## config.mk

```make
export PLATFORM = sky130hd
export DESIGN_NAME = uart_hub
export DESIGN_NICKNAME = d
export VERILOG_FILES = /design/src/source/uart_hub_pkg.sv /design/src/source/cmd_dispatch.sv /design/src/source/read_arbiter.sv /design/src/source/uart_hub.sv /design/src/source/uart_lane.sv
export SDC_FILE = /design/constraint.sdc
export NUM_CORES = 1
export LEC_CHECK = 0
export BUFFER_PORTS_ARGS = -buffer_cell sky130_fd_sc_hd__buf_2
export CORE_MARGIN = 3
export CORE_UTILIZATION = 45
export CTS_CLUSTER_SIZE = 8
export DETAILED_ROUTE_END_ITERATION = 10
export GPL_ROUTABILITY_DRIVEN = 0
export PLACE_DENSITY = 0.64
export SKIP_CTS_REPAIR_TIMING = 1
export SYNTH_ARGS = -nofsm -noshare
export SYNTH_HDL_FRONTEND = slang
export SYNTH_SLANG_ARGS = --single-unit
export TNS_END_PERCENT = 30
```

## constraint.sdc

```tcl
create_clock -name clk -period 4.2 [get_ports clk]
set_input_delay 0.42 -clock clk [delete_from_list [all_inputs] [get_ports clk]]
set_output_delay 0.42 -clock clk [all_outputs]
set_load 0.03 [all_outputs]
```

## src/source/uart_hub_pkg.sv

```systemverilog
package uart_hub_pkg;

   // ============================================================
   // sizes
   // ============================================================
   localparam int lane_count = 4;
   localparam int frame_bits = 11;   // start + 8 data + parity + stop

   typedef logic [1:0]  lane_id_t;
   typedef logic [15:0] cmd_t;
   typedef logic [7:0]  byte_t;
   typedef logic [10:0] frame_t;      // shift image, start bit on top

   // ============================================================
   // state machines
   // ============================================================
   typedef enum logic {
      rx_idle,
      rx_shift
   } rx_state_t;

   typedef enum logic [1:0] {
      d_idle,
      d_load,      // waiting for the target lane to go idle
      d_release
   } disp_state_t;

   typedef enum logic [1:0] {
      r_scan,
      r_offer,     // rd_req high, payload frozen
      r_release
   } rd_state_t;

endpackage

```

## src/source/cmd_dispatch.sv

```systemverilog
`timescale 1ns/10ps

module cmd_dispatch (
   input  logic                                   clk,
   input  logic                                   rst_n,
   input  logic                                   cmd_req,
   input  uart_hub_pkg::lane_id_t                 cmd_lane,
   input  uart_hub_pkg::cmd_t                     cmd_data,
   input  logic [uart_hub_pkg::lane_count-1:0]    busy,
   output logic                                   cmd_ack,
   output logic [uart_hub_pkg::lane_count-1:0]    load,
   output uart_hub_pkg::cmd_t                     load_data
);

   uart_hub_pkg::disp_state_t state;
   uart_hub_pkg::lane_id_t    lane_q;
   uart_hub_pkg::cmd_t        data_q;
   logic                      lane_free;

   assign lane_free = ~busy[lane_q];
   assign load_data = data_q;
   assign cmd_ack   = (state == uart_hub_pkg::d_release);

   // one-cycle strobe, only toward an idle lane
   always_comb begin
      load = '0;
      if (state == uart_hub_pkg::d_load && lane_free)
         load[lane_q] = 1'b1;
   end

   // ============================================================
   // host handshake
   // ============================================================
   always_ff @(posedge clk or negedge rst_n) begin
      if (!rst_n) begin
         state <= uart_hub_pkg::d_idle;
      end else begin
         case (state)
            uart_hub_pkg::d_idle: begin
               if (cmd_req)
                  state <= uart_hub_pkg::d_load;
            end
            uart_hub_pkg::d_load: begin
               if (lane_free)
                  state <= uart_hub_pkg::d_release;   // ack on this edge
            end
            uart_hub_pkg::d_release: begin
               if (!cmd_req)
                  state <= uart_hub_pkg::d_idle;
            end
            default: state <= uart_hub_pkg::d_idle;
         endcase
      end
   end

   // command and lane captured on the way into d_load
   always_ff @(posedge clk) begin
      if (state == uart_hub_pkg::d_idle && cmd_req) begin
         lane_q <= cmd_lane;
         data_q <= cmd_data;
      end
   end

endmodule

```

## src/source/read_arbiter.sv

```systemverilog
`timescale 1ns/10ps

module read_arbiter (
   input  logic                                                 clk,
   input  logic                                                 rst_n,
   input  logic [uart_hub_pkg::lane_count-1:0]                  has_byte,
   input  uart_hub_pkg::byte_t [uart_hub_pkg::lane_count-1:0]   held_data,
   input  logic [uart_hub_pkg::lane_count-1:0]                  held_err,
   input  logic [uart_hub_pkg::lane_count-1:0]                  held_ovr,
   input  logic                                                 rd_ack,
   output logic [uart_hub_pkg::lane_count-1:0]                  take,
   output logic                                                 rd_req,
   output uart_hub_pkg::lane_id_t                               rd_lane,
   output uart_hub_pkg::byte_t                                  rd_data,
   output logic                                                 rd_err,
   output logic                                                 rd_ovr
);

   uart_hub_pkg::rd_state_t state;
   uart_hub_pkg::lane_id_t  ptr;        // lane looked at this cycle
   uart_hub_pkg::lane_id_t  ptr_next;
   logic                    hit;

   assign hit      = (state == uart_hub_pkg::r_scan) && has_byte[ptr];
   assign rd_req   = (state == uart_hub_pkg::r_offer);
   assign ptr_next = (ptr == uart_hub_pkg::lane_id_t'(uart_hub_pkg::lane_count - 1)) ?
                     '0 : ptr + 1'b1;

   always_comb begin
      take = '0;
      if (hit)
         take[ptr] = 1'b1;
   end

   // ============================================================
   // scan and host read handshake
   // ============================================================
   always_ff @(posedge clk or negedge rst_n) begin
      if (!rst_n) begin
         state <= uart_hub_pkg::r_scan;
         ptr   <= '0;
      end else begin
         case (state)
            uart_hub_pkg::r_scan: begin
               ptr <= ptr_next;   // served lane goes to the back
               if (hit)
                  state <= uart_hub_pkg::r_offer;
            end
            uart_hub_pkg::r_offer: begin
               if (rd_ack)
                  state <= uart_hub_pkg::r_release;
            end
            uart_hub_pkg::r_release: begin
               if (!rd_ack)
                  state <= uart_hub_pkg::r_scan;
            end
            default: state <= uart_hub_pkg::r_scan;
         endcase
      end
   end

   always_ff @(posedge clk) begin
      if (hit) begin
         rd_lane <= ptr;
         rd_data <= held_data[ptr];
         rd_err  <= held_err[ptr];
         rd_ovr  <= held_ovr[ptr];
      end
   end

endmodule

```

## src/source/uart_hub.sv

```systemverilog
`timescale 1ns/10ps

module uart_hub (
   input  logic                                clk,
   input  logic                                rst_n,
   input  logic                                cmd_req,
   input  uart_hub_pkg::lane_id_t              cmd_lane,
   input  uart_hub_pkg::cmd_t                  cmd_data,
   output logic                                cmd_ack,
   input  logic [uart_hub_pkg::lane_count-1:0] rx,
   output logic [uart_hub_pkg::lane_count-1:0] tx,
   output logic                                rd_req,
   output uart_hub_pkg::lane_id_t              rd_lane,
   output uart_hub_pkg::byte_t                 rd_data,
   output logic                                rd_err,
   output logic                                rd_ovr,
   input  logic                                rd_ack
);

   logic [uart_hub_pkg::lane_count-1:0]                load;
   logic [uart_hub_pkg::lane_count-1:0]                busy;
   uart_hub_pkg::cmd_t                                 load_data;
   logic [uart_hub_pkg::lane_count-1:0]                has_byte;
   uart_hub_pkg::byte_t [uart_hub_pkg::lane_count-1:0] held_data;
   logic [uart_hub_pkg::lane_count-1:0]                held_err;
   logic [uart_hub_pkg::lane_count-1:0]                held_ovr;
   logic [uart_hub_pkg::lane_count-1:0]                take;

   cmd_dispatch u_dispatch (
      .clk       (clk),
      .rst_n     (rst_n),
      .cmd_req   (cmd_req),
      .cmd_lane  (cmd_lane),
      .cmd_data  (cmd_data),
      .busy      (busy),
      .cmd_ack   (cmd_ack),
      .load      (load),
      .load_data (load_data)
   );

   for (genvar i = 0; i < uart_hub_pkg::lane_count; i++) begin : g_lane
      uart_lane u_lane (
         .clk       (clk),
         .rst_n     (rst_n),
         .load      (load[i]),
         .load_data (load_data),
         .rx        (rx[i]),
         .take      (take[i]),
         .busy      (busy[i]),
         .tx        (tx[i]),
         .has_byte  (has_byte[i]),
         .held_data (held_data[i]),
         .held_err  (held_err[i]),
         .held_ovr  (held_ovr[i])
      );
   end

   read_arbiter u_reader (
      .clk       (clk),
      .rst_n     (rst_n),
      .has_byte  (has_byte),
      .held_data (held_data),
      .held_err  (held_err),
      .held_ovr  (held_ovr),
      .rd_ack    (rd_ack),
      .take      (take),
      .rd_req    (rd_req),
      .rd_lane   (rd_lane),
      .rd_data   (rd_data),
      .rd_err    (rd_err),
      .rd_ovr    (rd_ovr)
   );

endmodule

```

## src/source/uart_lane.sv

```systemverilog
`timescale 1ns/10ps

module uart_lane (
   input  logic                clk,
   input  logic                rst_n,
   input  logic                load,
   input  uart_hub_pkg::cmd_t  load_data,
   input  logic                rx,
   input  logic                take,
   output logic                busy,
   output logic                tx,
   output logic                has_byte,
   output uart_hub_pkg::byte_t held_data,
   output logic                held_err,
   output logic                held_ovr
);

   // start, data msb first, odd parity, stop
   function automatic uart_hub_pkg::frame_t make_frame(input uart_hub_pkg::byte_t d);
      return {1'b0, d, ~^d, 1'b1};
   endfunction

   logic [2*uart_hub_pkg::frame_bits-1:0] tx_image;
   logic [2*uart_hub_pkg::frame_bits-1:0] tx_sr;
   logic [4:0]                            tx_cnt;   // bits still to show

   uart_hub_pkg::rx_state_t                rx_state;
   logic [1:0]                             rx_sync;
   logic                                   rx_s;
   logic [3:0]                             rx_cnt;
   logic [uart_hub_pkg::frame_bits-3:0]    rx_sr;    // data bits then parity
   logic [uart_hub_pkg::frame_bits-2:0]    rx_word;
   logic                                   frame_done;
   logic                                   frame_err;

   // ============================================================
   // transmitter
   // ============================================================
   assign tx_image = {make_frame(load_data[15:8]), make_frame(load_data[7:0])};

   always_ff @(posedge clk or negedge rst_n) begin
      if (!rst_n) begin
         busy   <= 1'b0;
         tx     <= 1'b1;
         tx_cnt <= '0;
      end else if (load) begin
         busy   <= 1'b1;
         tx     <= tx_image[2*uart_hub_pkg::frame_bits-1];   // start bit out now
         tx_cnt <= 5'(2*uart_hub_pkg::frame_bits - 1);
      end else if (busy) begin
         if (tx_cnt == '0) begin
            busy <= 1'b0;
            tx   <= 1'b1;
         end else begin
            tx     <= tx_sr[2*uart_hub_pkg::frame_bits-1];
            tx_cnt <= tx_cnt - 5'd1;
         end
      end
   end

   always_ff @(posedge clk) begin
      if (load)
         tx_sr <= {tx_image[2*uart_hub_pkg::frame_bits-2:0], 1'b1};
      else if (busy)
         tx_sr <= {tx_sr[2*uart_hub_pkg::frame_bits-2:0], 1'b1};
   end

   // ============================================================
   // receiver
   // ============================================================
   always_ff @(posedge clk or negedge rst_n) begin
      if (!rst_n)
         rx_sync <= 2'b11;   // line idles high
      else
         rx_sync <= {rx_sync[0], rx};
   end

   assign rx_s       = rx_sync[1];
   assign frame_done = (rx_state == uart_hub_pkg::rx_shift) &&
                       (rx_cnt == 4'(uart_hub_pkg::frame_bits - 2));
   assign rx_word    = {rx_sr, rx_s};                       // stop bit in lsb
   assign frame_err  = ~(^rx_word[uart_hub_pkg::frame_bits-2:1]) | ~rx_word[0];

   always_ff @(posedge clk or negedge rst_n) begin
      if (!rst_n) begin
         rx_state <= uart_hub_pkg::rx_idle;
         rx_cnt   <= '0;
      end else begin
         case (rx_state)
            uart_hub_pkg::rx_idle: begin
               rx_cnt <= '0;
               if (!rx_s)
                  rx_state <= uart_hub_pkg::rx_shift;
            end
            uart_hub_pkg::rx_shift: begin
               rx_cnt <= rx_cnt + 4'd1;
               if (frame_done)
                  rx_state <= uart_hub_pkg::rx_idle;   // back to back frames ok
            end
            default: rx_state <= uart_hub_pkg::rx_idle;
         endcase
      end
   end

   always_ff @(posedge clk) begin
      if (rx_state == uart_hub_pkg::rx_shift)
         rx_sr <= {rx_sr[uart_hub_pkg::frame_bits-4:0], rx_s};
   end

   // one-entry holding register
   always_ff @(posedge clk or negedge rst_n) begin
      if (!rst_n) begin
         has_byte <= 1'b0;
         held_ovr <= 1'b0;
      end else begin
         if (frame_done && (!has_byte || take))
            has_byte <= 1'b1;
         else if (take)
            has_byte <= 1'b0;

         if (frame_done && has_byte && !take)
            held_ovr <= 1'b1;   // new byte dropped
         else if (take)
            held_ovr <= 1'b0;
      end
   end

   always_ff @(posedge clk) begin
      if (frame_done && (!has_byte || take)) begin
         held_data <= rx_word[uart_hub_pkg::frame_bits-2:2];
         held_err  <= frame_err;
      end
   end

endmodule

```

==> results.json, run 1 <==
{
  "io_pins": 44,
  "holdPathStages": 1,
  "swShare": 0.3171,
  "core_sq_mm": 0.02189,
  "diodes": 0,
  "timing_worst_setup_path_type": "register to register",
  "synth.top_cell.area_share": 0.5184,
  "wirelength_mm": 19.10,
  "syn2layout_area_growth_pct": 15.77,
  "io_buffers": 43,
  "min_path_type": "primary input to register",
  "final.setup.worst_slack_ns": 1.094,
  "multi_input_area_sq_mm": 0.002703,
  "synth_largest_area_cell": "edfxtp_1",
  "synth_area_leaders": "edfxtp_1 (52%), dfrtp_1 (14%), a22o_1 (5.6%), xnor2_1 (3.6%), dfstp_2 (3.1%)",
  "worst_setup_path_end_kind": "register",
  "final_cells": 1015,
  "yosysMostFrequentCell": "edfxtp_1",
  "relSlewSlack": 0.1231,
  "leakage_uw": 0.004492,
  "rsz0062_at_grt": "no",
  "dp_hpwl_mm": 12.13,
  "drive_gt1_frac": 0.1769,
  "wl_per_cell_um": 18.82,
  "async_flop_share": 0.2778,
  "antenna_found_initial": 0,
  "r2r-end": "g_lane[0].u_lane.held_data[4]",
  "holdPathEnd": "g_lane[3].u_lane.rx_sync[0]",
  "r2r_slack_ns": 1.09,
  "nets": 749,
  "clk_path_buf_depth": 3,
  "synthCells": 649,
  "rows": 54,
  "powerDensity_mw_per_mm2": 899.9,
  "fmax_mhz": 322.0,
  "pwr-share-comb": 0.267,
  "cts_tree": "yes",
  "ant_nets": 0,
  "clockRootBuffer": "clkbuf_16",
  "drtIter0Drc": 342,
  "track_usage": 0.1615,
  "tightestPinTransition_ns": 1.308,
  "avgSynthCellArea_sq_um": 15.53,
  "power_switching_uw": 3330,
  "placed_cells": 945,
  "finalCriticalPeriod_ns": 3.106,
  "hold_ws_ns": 0.02249,
  "cts_sinks": 252,
  "reg2reg_depth": 4,
  "synth_cell_types": 51,
  "dieArea_sq_mm": 0.02423,
  "fin_crit_sh": 0.7395,
  "seq_power_share": 0.473,
  "htreeDepth": 2,
  "start_util": 0.4604,
  "holdCritStartpoint": "rx[3]",
  "timing.max_cap.violations": 0,
  "hold_viol": 0,
  "avgViaCountPerCell": 5.336,
  "final_max_slew_viol_count": 0,
  "dr.pass1.iters": 4,
  "cts_made_buffers": 37,
  "vdd_ir_drop_max_mv": 0.5547,
  "grt_max_degree": 71,
  "cp_data_arrival_time_ns": 3.23,
  "r2r_start": "u_reader.ptr[0]",
  "setup_viol": 0,
  "p_int_uw": 7170,
  "synth_nets": 691,
  "overflow": 0,
  "cp-start-kind": "register",
  "fin_setup_tns_ns": 0,
  "cts.reportedPaths.clkPinSlew_ns": 0.05,
  "vias": 5416,
  "fillers": 1773,
  "grt_pass1_vias": 5729,
  "synth_edf_count": 174,
  "required_ns": 4.32,
  "clkPwrFrac": 0.260,
  "critPathMaxFanout": 20,
  "pre_cts_ws_ns": 1.074,
  "grt_pass1_wl_mm": 30.75,
  "synth_common_cells": "edfxtp_1 (174), a22o_1 (64), dfrtp_1 (58), nand2_1 (41), xnor2_1 (41)",
  "clock_latency_ns": 0.50,
  "dieHeight_um": 155.7,
  "synth_seq_cells": 252,
  "ys_warn_count": 0,
  "ys_seq_area_frac": 0.7096,
  "status": "finished, final reports clean",
  "regArea_sq_mm": 0.007152,
  "worst_clock_skew_ns": 0.008066,
  "drc": 0,
  "synth_ff_type": "edfxtp_1",
  "chipWidth_um": 155.7,
  "synth_area_sq_mm": 0.01008
}
## per-layer routing
layer / GRT usage / wire (um) / up-vias / part of all wire
met2: 0.2709 / 9503 / 121 / 0.50
met1: 0.2115 / 8149 / 2722 / 0.43
met4: 0.05336 / 435 / 0 / 0.023
met5: 0 / 0 / - / 0
met3: 0.03495 / 1013 / 39 / 0.053
li1: - / - / 2534 / -
## layout make-up
| cell class | count | share of cell area |
|---|---|---|
| clock buffer | 65 | 0.09201 |
| clock inverter | 2 | 0.001180 |
| inverter | 24 | 0.007721 |
| multi-input combinational | 341 | 0.2316 |
| sequential | 252 | 0.6130 |
| tap | 280 | 0.03003 |
| timing repair buffer | 51 | 0.02445 |
## power by group through the flow
stage,clock network (uW),registers [uW],logic (uW)
after floorplan,0,4740,2280
after global placement,0,4940,2680
after detailed placement,0,5000,2820
after CTS,2800,4970,2840
after global routing,2930,5110,3100
final,2730,4970,2800
## critical path, stage by stage, from the launching register on
cell      delay [ns]
dfrtp_1         0.84
mux4_2          0.38
and2_1          0.72
nand2_2         0.11
a21boi_1        0.69
## cells by family (layout without fill, tap and decap cells)
logic type      after synthesis  count (layout)  share of synthesized area
buf+inv                      56             142                    0.02495
fa+ha+maj                    16              16                    0.01986
compound gates              130             130                     0.1012
mux                          13              13                    0.02818
simple gates                125             125                    0.06121
flops                       252             252                     0.7096
xor+xnor                     57              57                    0.05500
## per-stage QoR
step	utilization	total power (uW)	cell area [sq um]
detailed placement	0.4819	7823	10550
CTS	0.5316	10610	11640
global placement	0.4819	7625	10550
floorplan	-	7026	10080
finish	0.5330	10500	11670
global route	0.5330	11150	11670
## cells in the final DEF, fill, tap and decap left out, types with 4 or more instances in the layout
| master | instances |
|---|---|
| nor2b_1 | 5 |
| a21boi_1 | 4 |
| clkbuf_16 | 39 |
| o21bai_1 | 4 |
| o21ai_1 | 4 |
| dfstp_2 | 12 |
| buf_4 | 6 |
| clkbuf_1 | 26 |
| nor2_1 | 35 |
| or2_2 | 4 |
| xnor2_1 | 41 |
| xnor3_1 | 4 |
| inv_1 | 24 |
| ha_1 | 16 |
| nand2_1 | 41 |
| xor2_1 | 12 |
| a21o_1 | 6 |
| nand2_2 | 4 |
| nand3_1 | 6 |
| nor3_1 | 5 |
| dfxtp_1 | 8 |
| o21ai_0 | 12 |
| buf_2 | 42 |
| o32a_1 | 4 |
| edfxtp_1 | 174 |
| or4b_1 | 5 |
| nand2b_1 | 7 |
| mux4_2 | 11 |
| a22o_1 | 64 |
| dfrtp_1 | 58 |
| a21oi_1 | 23 |
## registers in the layout, indices dropped and copies added, names as in the netlist, 4 cells and up
name and cells:
g_lane.u_lane.rx_cnt 16, g_lane.u_lane.tx_cnt 20, g_lane.u_lane.busy 4, g_lane.u_lane.held_err 4, u_reader.rd_data 8, u_dispatch.load_data 16
g_lane.u_lane.has_byte 4, g_lane.u_lane.rx_state 4, g_lane.u_lane.rx_sync 8, g_lane.u_lane.tx 4, g_lane.u_lane.held_ovr 4, g_lane.u_lane.rx_sr 36
g_lane.u_lane.held_data 32, g_lane.u_lane.tx_sr 80
## worst max path at each step
stage / to / cells after the start / startpoint
2_1_floorplan: u_dispatch.lane_q[0] / 1 / u_dispatch.state[0]
3_3_place_gp: g_lane[0].u_lane.held_data[7] / 4 / u_reader.ptr[0]
3_5_place_dp: g_lane[0].u_lane.held_data[6] / 4 / u_reader.ptr[0]
4_1_cts: g_lane[3].u_lane.held_err / 4 / u_reader.ptr[0]
5_1_grt: g_lane[2].u_lane.held_data[4] / 4 / u_reader.ptr[0]
6_report: g_lane[0].u_lane.held_data[4] / 4 / u_reader.ptr[0]
Power figures use the tool's default switching activity.
==> run 2: changes to the inputs <==
--- a/config.mk
+++ b/config.mk
@@ -11,7 +11,7 @@
 export CTS_CLUSTER_SIZE = 8
 export DETAILED_ROUTE_END_ITERATION = 10
 export GPL_ROUTABILITY_DRIVEN = 0
-export PLACE_DENSITY = 0.64
+export PLACE_DENSITY = 0.67
 export SKIP_CTS_REPAIR_TIMING = 1
 export SYNTH_ARGS = -nofsm -noshare
 export SYNTH_HDL_FRONTEND = slang
==> constraint.sdc (replaced) <==
create_clock -name clk -period 2.6 [get_ports clk]
set_input_delay 0.26 -clock clk [delete_from_list [all_inputs] [get_ports clk]]
set_output_delay 0.26 -clock clk [all_outputs]
set_load 0.03 [all_outputs]
==> results.json, run 2 (synthesis gave the netlist of run 1 again) <==
{
  "status": "finished, final reports clean",
  "setup_viol": 0,
  "placed_cells": 961,
  "worst_setup_path_end_kind": "register",
  "cts.reportedPaths.clkPinSlew_ns": 0.05,
  "r2r_start": "u_reader.ptr[1]",
  "core_sq_mm": 0.02189,
  "dr.pass1.iters": 4,
  "io_pins": 44,
  "cp-start-kind": "register",
  "fin_crit_sh": 0.8216,
  "grt_pass1_vias": 5815,
  "leakage_uw": 0.004659,
  "io_buffers": 43,
  "endpoint": "g_lane[0].u_lane.held_data[0]",
  "cts_tree": "yes",
  "final_area_sq_mm": 0.01199,
  "chipWidth_um": 155.7,
  "critPathMaxFanout": 15,
  "cts_sinks": 252,
  "drtIter0Drc": 390,
  "crit_chain": "mux4_2 > and2_1 > nand2_2 > a21boi_1 > buf_4",
  "finalCriticalPeriod_ns": 2.136,
  "wirelength_mm": 19.62,
  "layout_common_cells": "edfxtp_1 (174), a22o_1 (64), dfrtp_1 (58)",
  "clock_latency_ns": 0.51,
  "largest_register_ffs": 80,
  "vias": 5595,
  "rsz0062_at_grt": "no",
  "drc": 0,
  "drive_gt1_frac": 0.1891,
  "critPathLaunch": "u_reader.ptr[1]",
  "slowest_delay_ns": 0.69,
  "top_regs": "g_lane.u_lane.tx_sr x80, g_lane.u_lane.rx_sr x36, g_lane.u_lane.held_data x32",
  "htreeDepth": 2,
  "holdCritStartpoint": "cmd_req",
  "worst_clock_skew_ns": 0.01753,
  "fin_setup_tns_ns": 0,
  "dp_hpwl_mm": 12.40,
  "min_path_type": "primary input to register",
  "final_util": 0.5478,
  "grt_max_degree": 71,
  "timing.max_cap.violations": 0,
  "overflow": 0,
  "critPathBufInv": 1,
  "final_cells": 1052,
  "slowest_stage": "dfrtp_1",
  "final_common_cell": "edfxtp_1",
  "cp_top_family": "flip-flops",
  "rows": 54,
  "wl_per_cell_um": 18.65,
  "diodes": 0,
  "dpl_cell_area_sq_mm": 0.01067,
  "reg2reg_depth": 5,
  "antenna_found_initial": 0,
  "track_usage": 0.1609,
  "vdd_ir_drop_max_mv": 0.8374,
  "powerDensity_mw_per_mm2": 1430,
  "dieHeight_um": 155.7,
  "nets": 785,
  "syn2layout_area_growth_pct": 18.98,
  "clk_path_buf_depth": 3,
  "regMostFlops": "g_lane.u_lane.tx_sr",
  "r2r_slack_ns": 0.46,
  "r2r-end": "g_lane[0].u_lane.held_data[0]",
  "dieArea_sq_mm": 0.02423,
  "fmax_mhz": 468.1,
  "tightestPinTransition_ns": 0.9405,
  "cp_data_arrival_time_ns": 2.34,
  "ant_nets": 0,
  "start_util": 0.4604,
  "holdPathStages": 2,
  "grt_pass1_wl_mm": 30.79,
  "avgViaCountPerCell": 5.318,
  "relSlewSlack": 0.3730,
  "hold_viol": 0,
  "required_ns": 2.81,
  "clockRootBuffer": "clkbuf_16",
  "final_max_slew_viol_count": 0,
  "cts_made_buffers": 37,
  "timing_worst_setup_path_type": "register to register",
  "crit_cells": 5
}
[run 2: layout make-up]
| type | instances | area (sq um) |
|---|---|---|
| well taps | 280 | 350.3 |
| fillers | 1763 | 9899 |
| multi-input cells | 341 | 2703 |
| repair buffers | 87 | 605.6 |
| clock inverters | 2 | 13.76 |
| flip-flops and latches | 252 | 7152 |
| inverters | 24 | 90.09 |
| clock buffers | 66 | 1077 |
[run 2: how the worst min path moves through the flow]
stage,to
floorplan,g_lane[0].u_lane.busy
global placement,g_lane[3].u_lane.rx_sync[1]
detailed placement,g_lane[2].u_lane.rx_sync[1]
CTS,g_lane[0].u_lane.rx_sync[0]
global route,u_dispatch.state[1]
finish,u_dispatch.state[1]
[run 2: stage by stage]
stage	hold WS [ns]	worst slack (ns)	power, uW
3_3_place_gp	0.3484	0.5829	12490
2_1_floorplan	-0.03559	0.3121	11350
4_1_cts	-0.1691	0.4657	17280
3_5_place_dp	0.3470	0.5039	12750
6_report	0.02406	0.4637	17140
5_1_grt	0.01541	0.3446	18160
[run 2: worst reg2reg max path: cells and delay by family (launching register included)]
family | cells | cell delay (ns)
AND/OR/NAND/NOR | 2 | 0.47
buffers and inverters | 1 | 0.19
AO/OA/AOI/OAI | 1 | 0.16
multiplexers | 1 | 0.34
flip-flops | 1 | 0.69
[run 2: per-layer routing]
metal / up-vias / track usage / wire, um / part of all wire
met2: 136 / 0.2755 / 10030 / 0.51
met3: 40 / 0.03301 / 951 / 0.048
met4: 0 / 0.05711 / 535 / 0.027
li1: 2603 / - / - / -
met5: - / 0 / 0 / 0
met1: 2816 / 0.2049 / 8103 / 0.41
[run 2: power breakdown]
| part | switching, uW | internal [uW] | leakage (uW) | total (uW) |
|---|---|---|---|---|
| registers | 1200 | 6640 | 0.00259 | 7840 |
| clock network | 1650 | 2780 | 0.000521 | 4430 |
| logic | 2570 | 2310 | 0.00155 | 4880 |
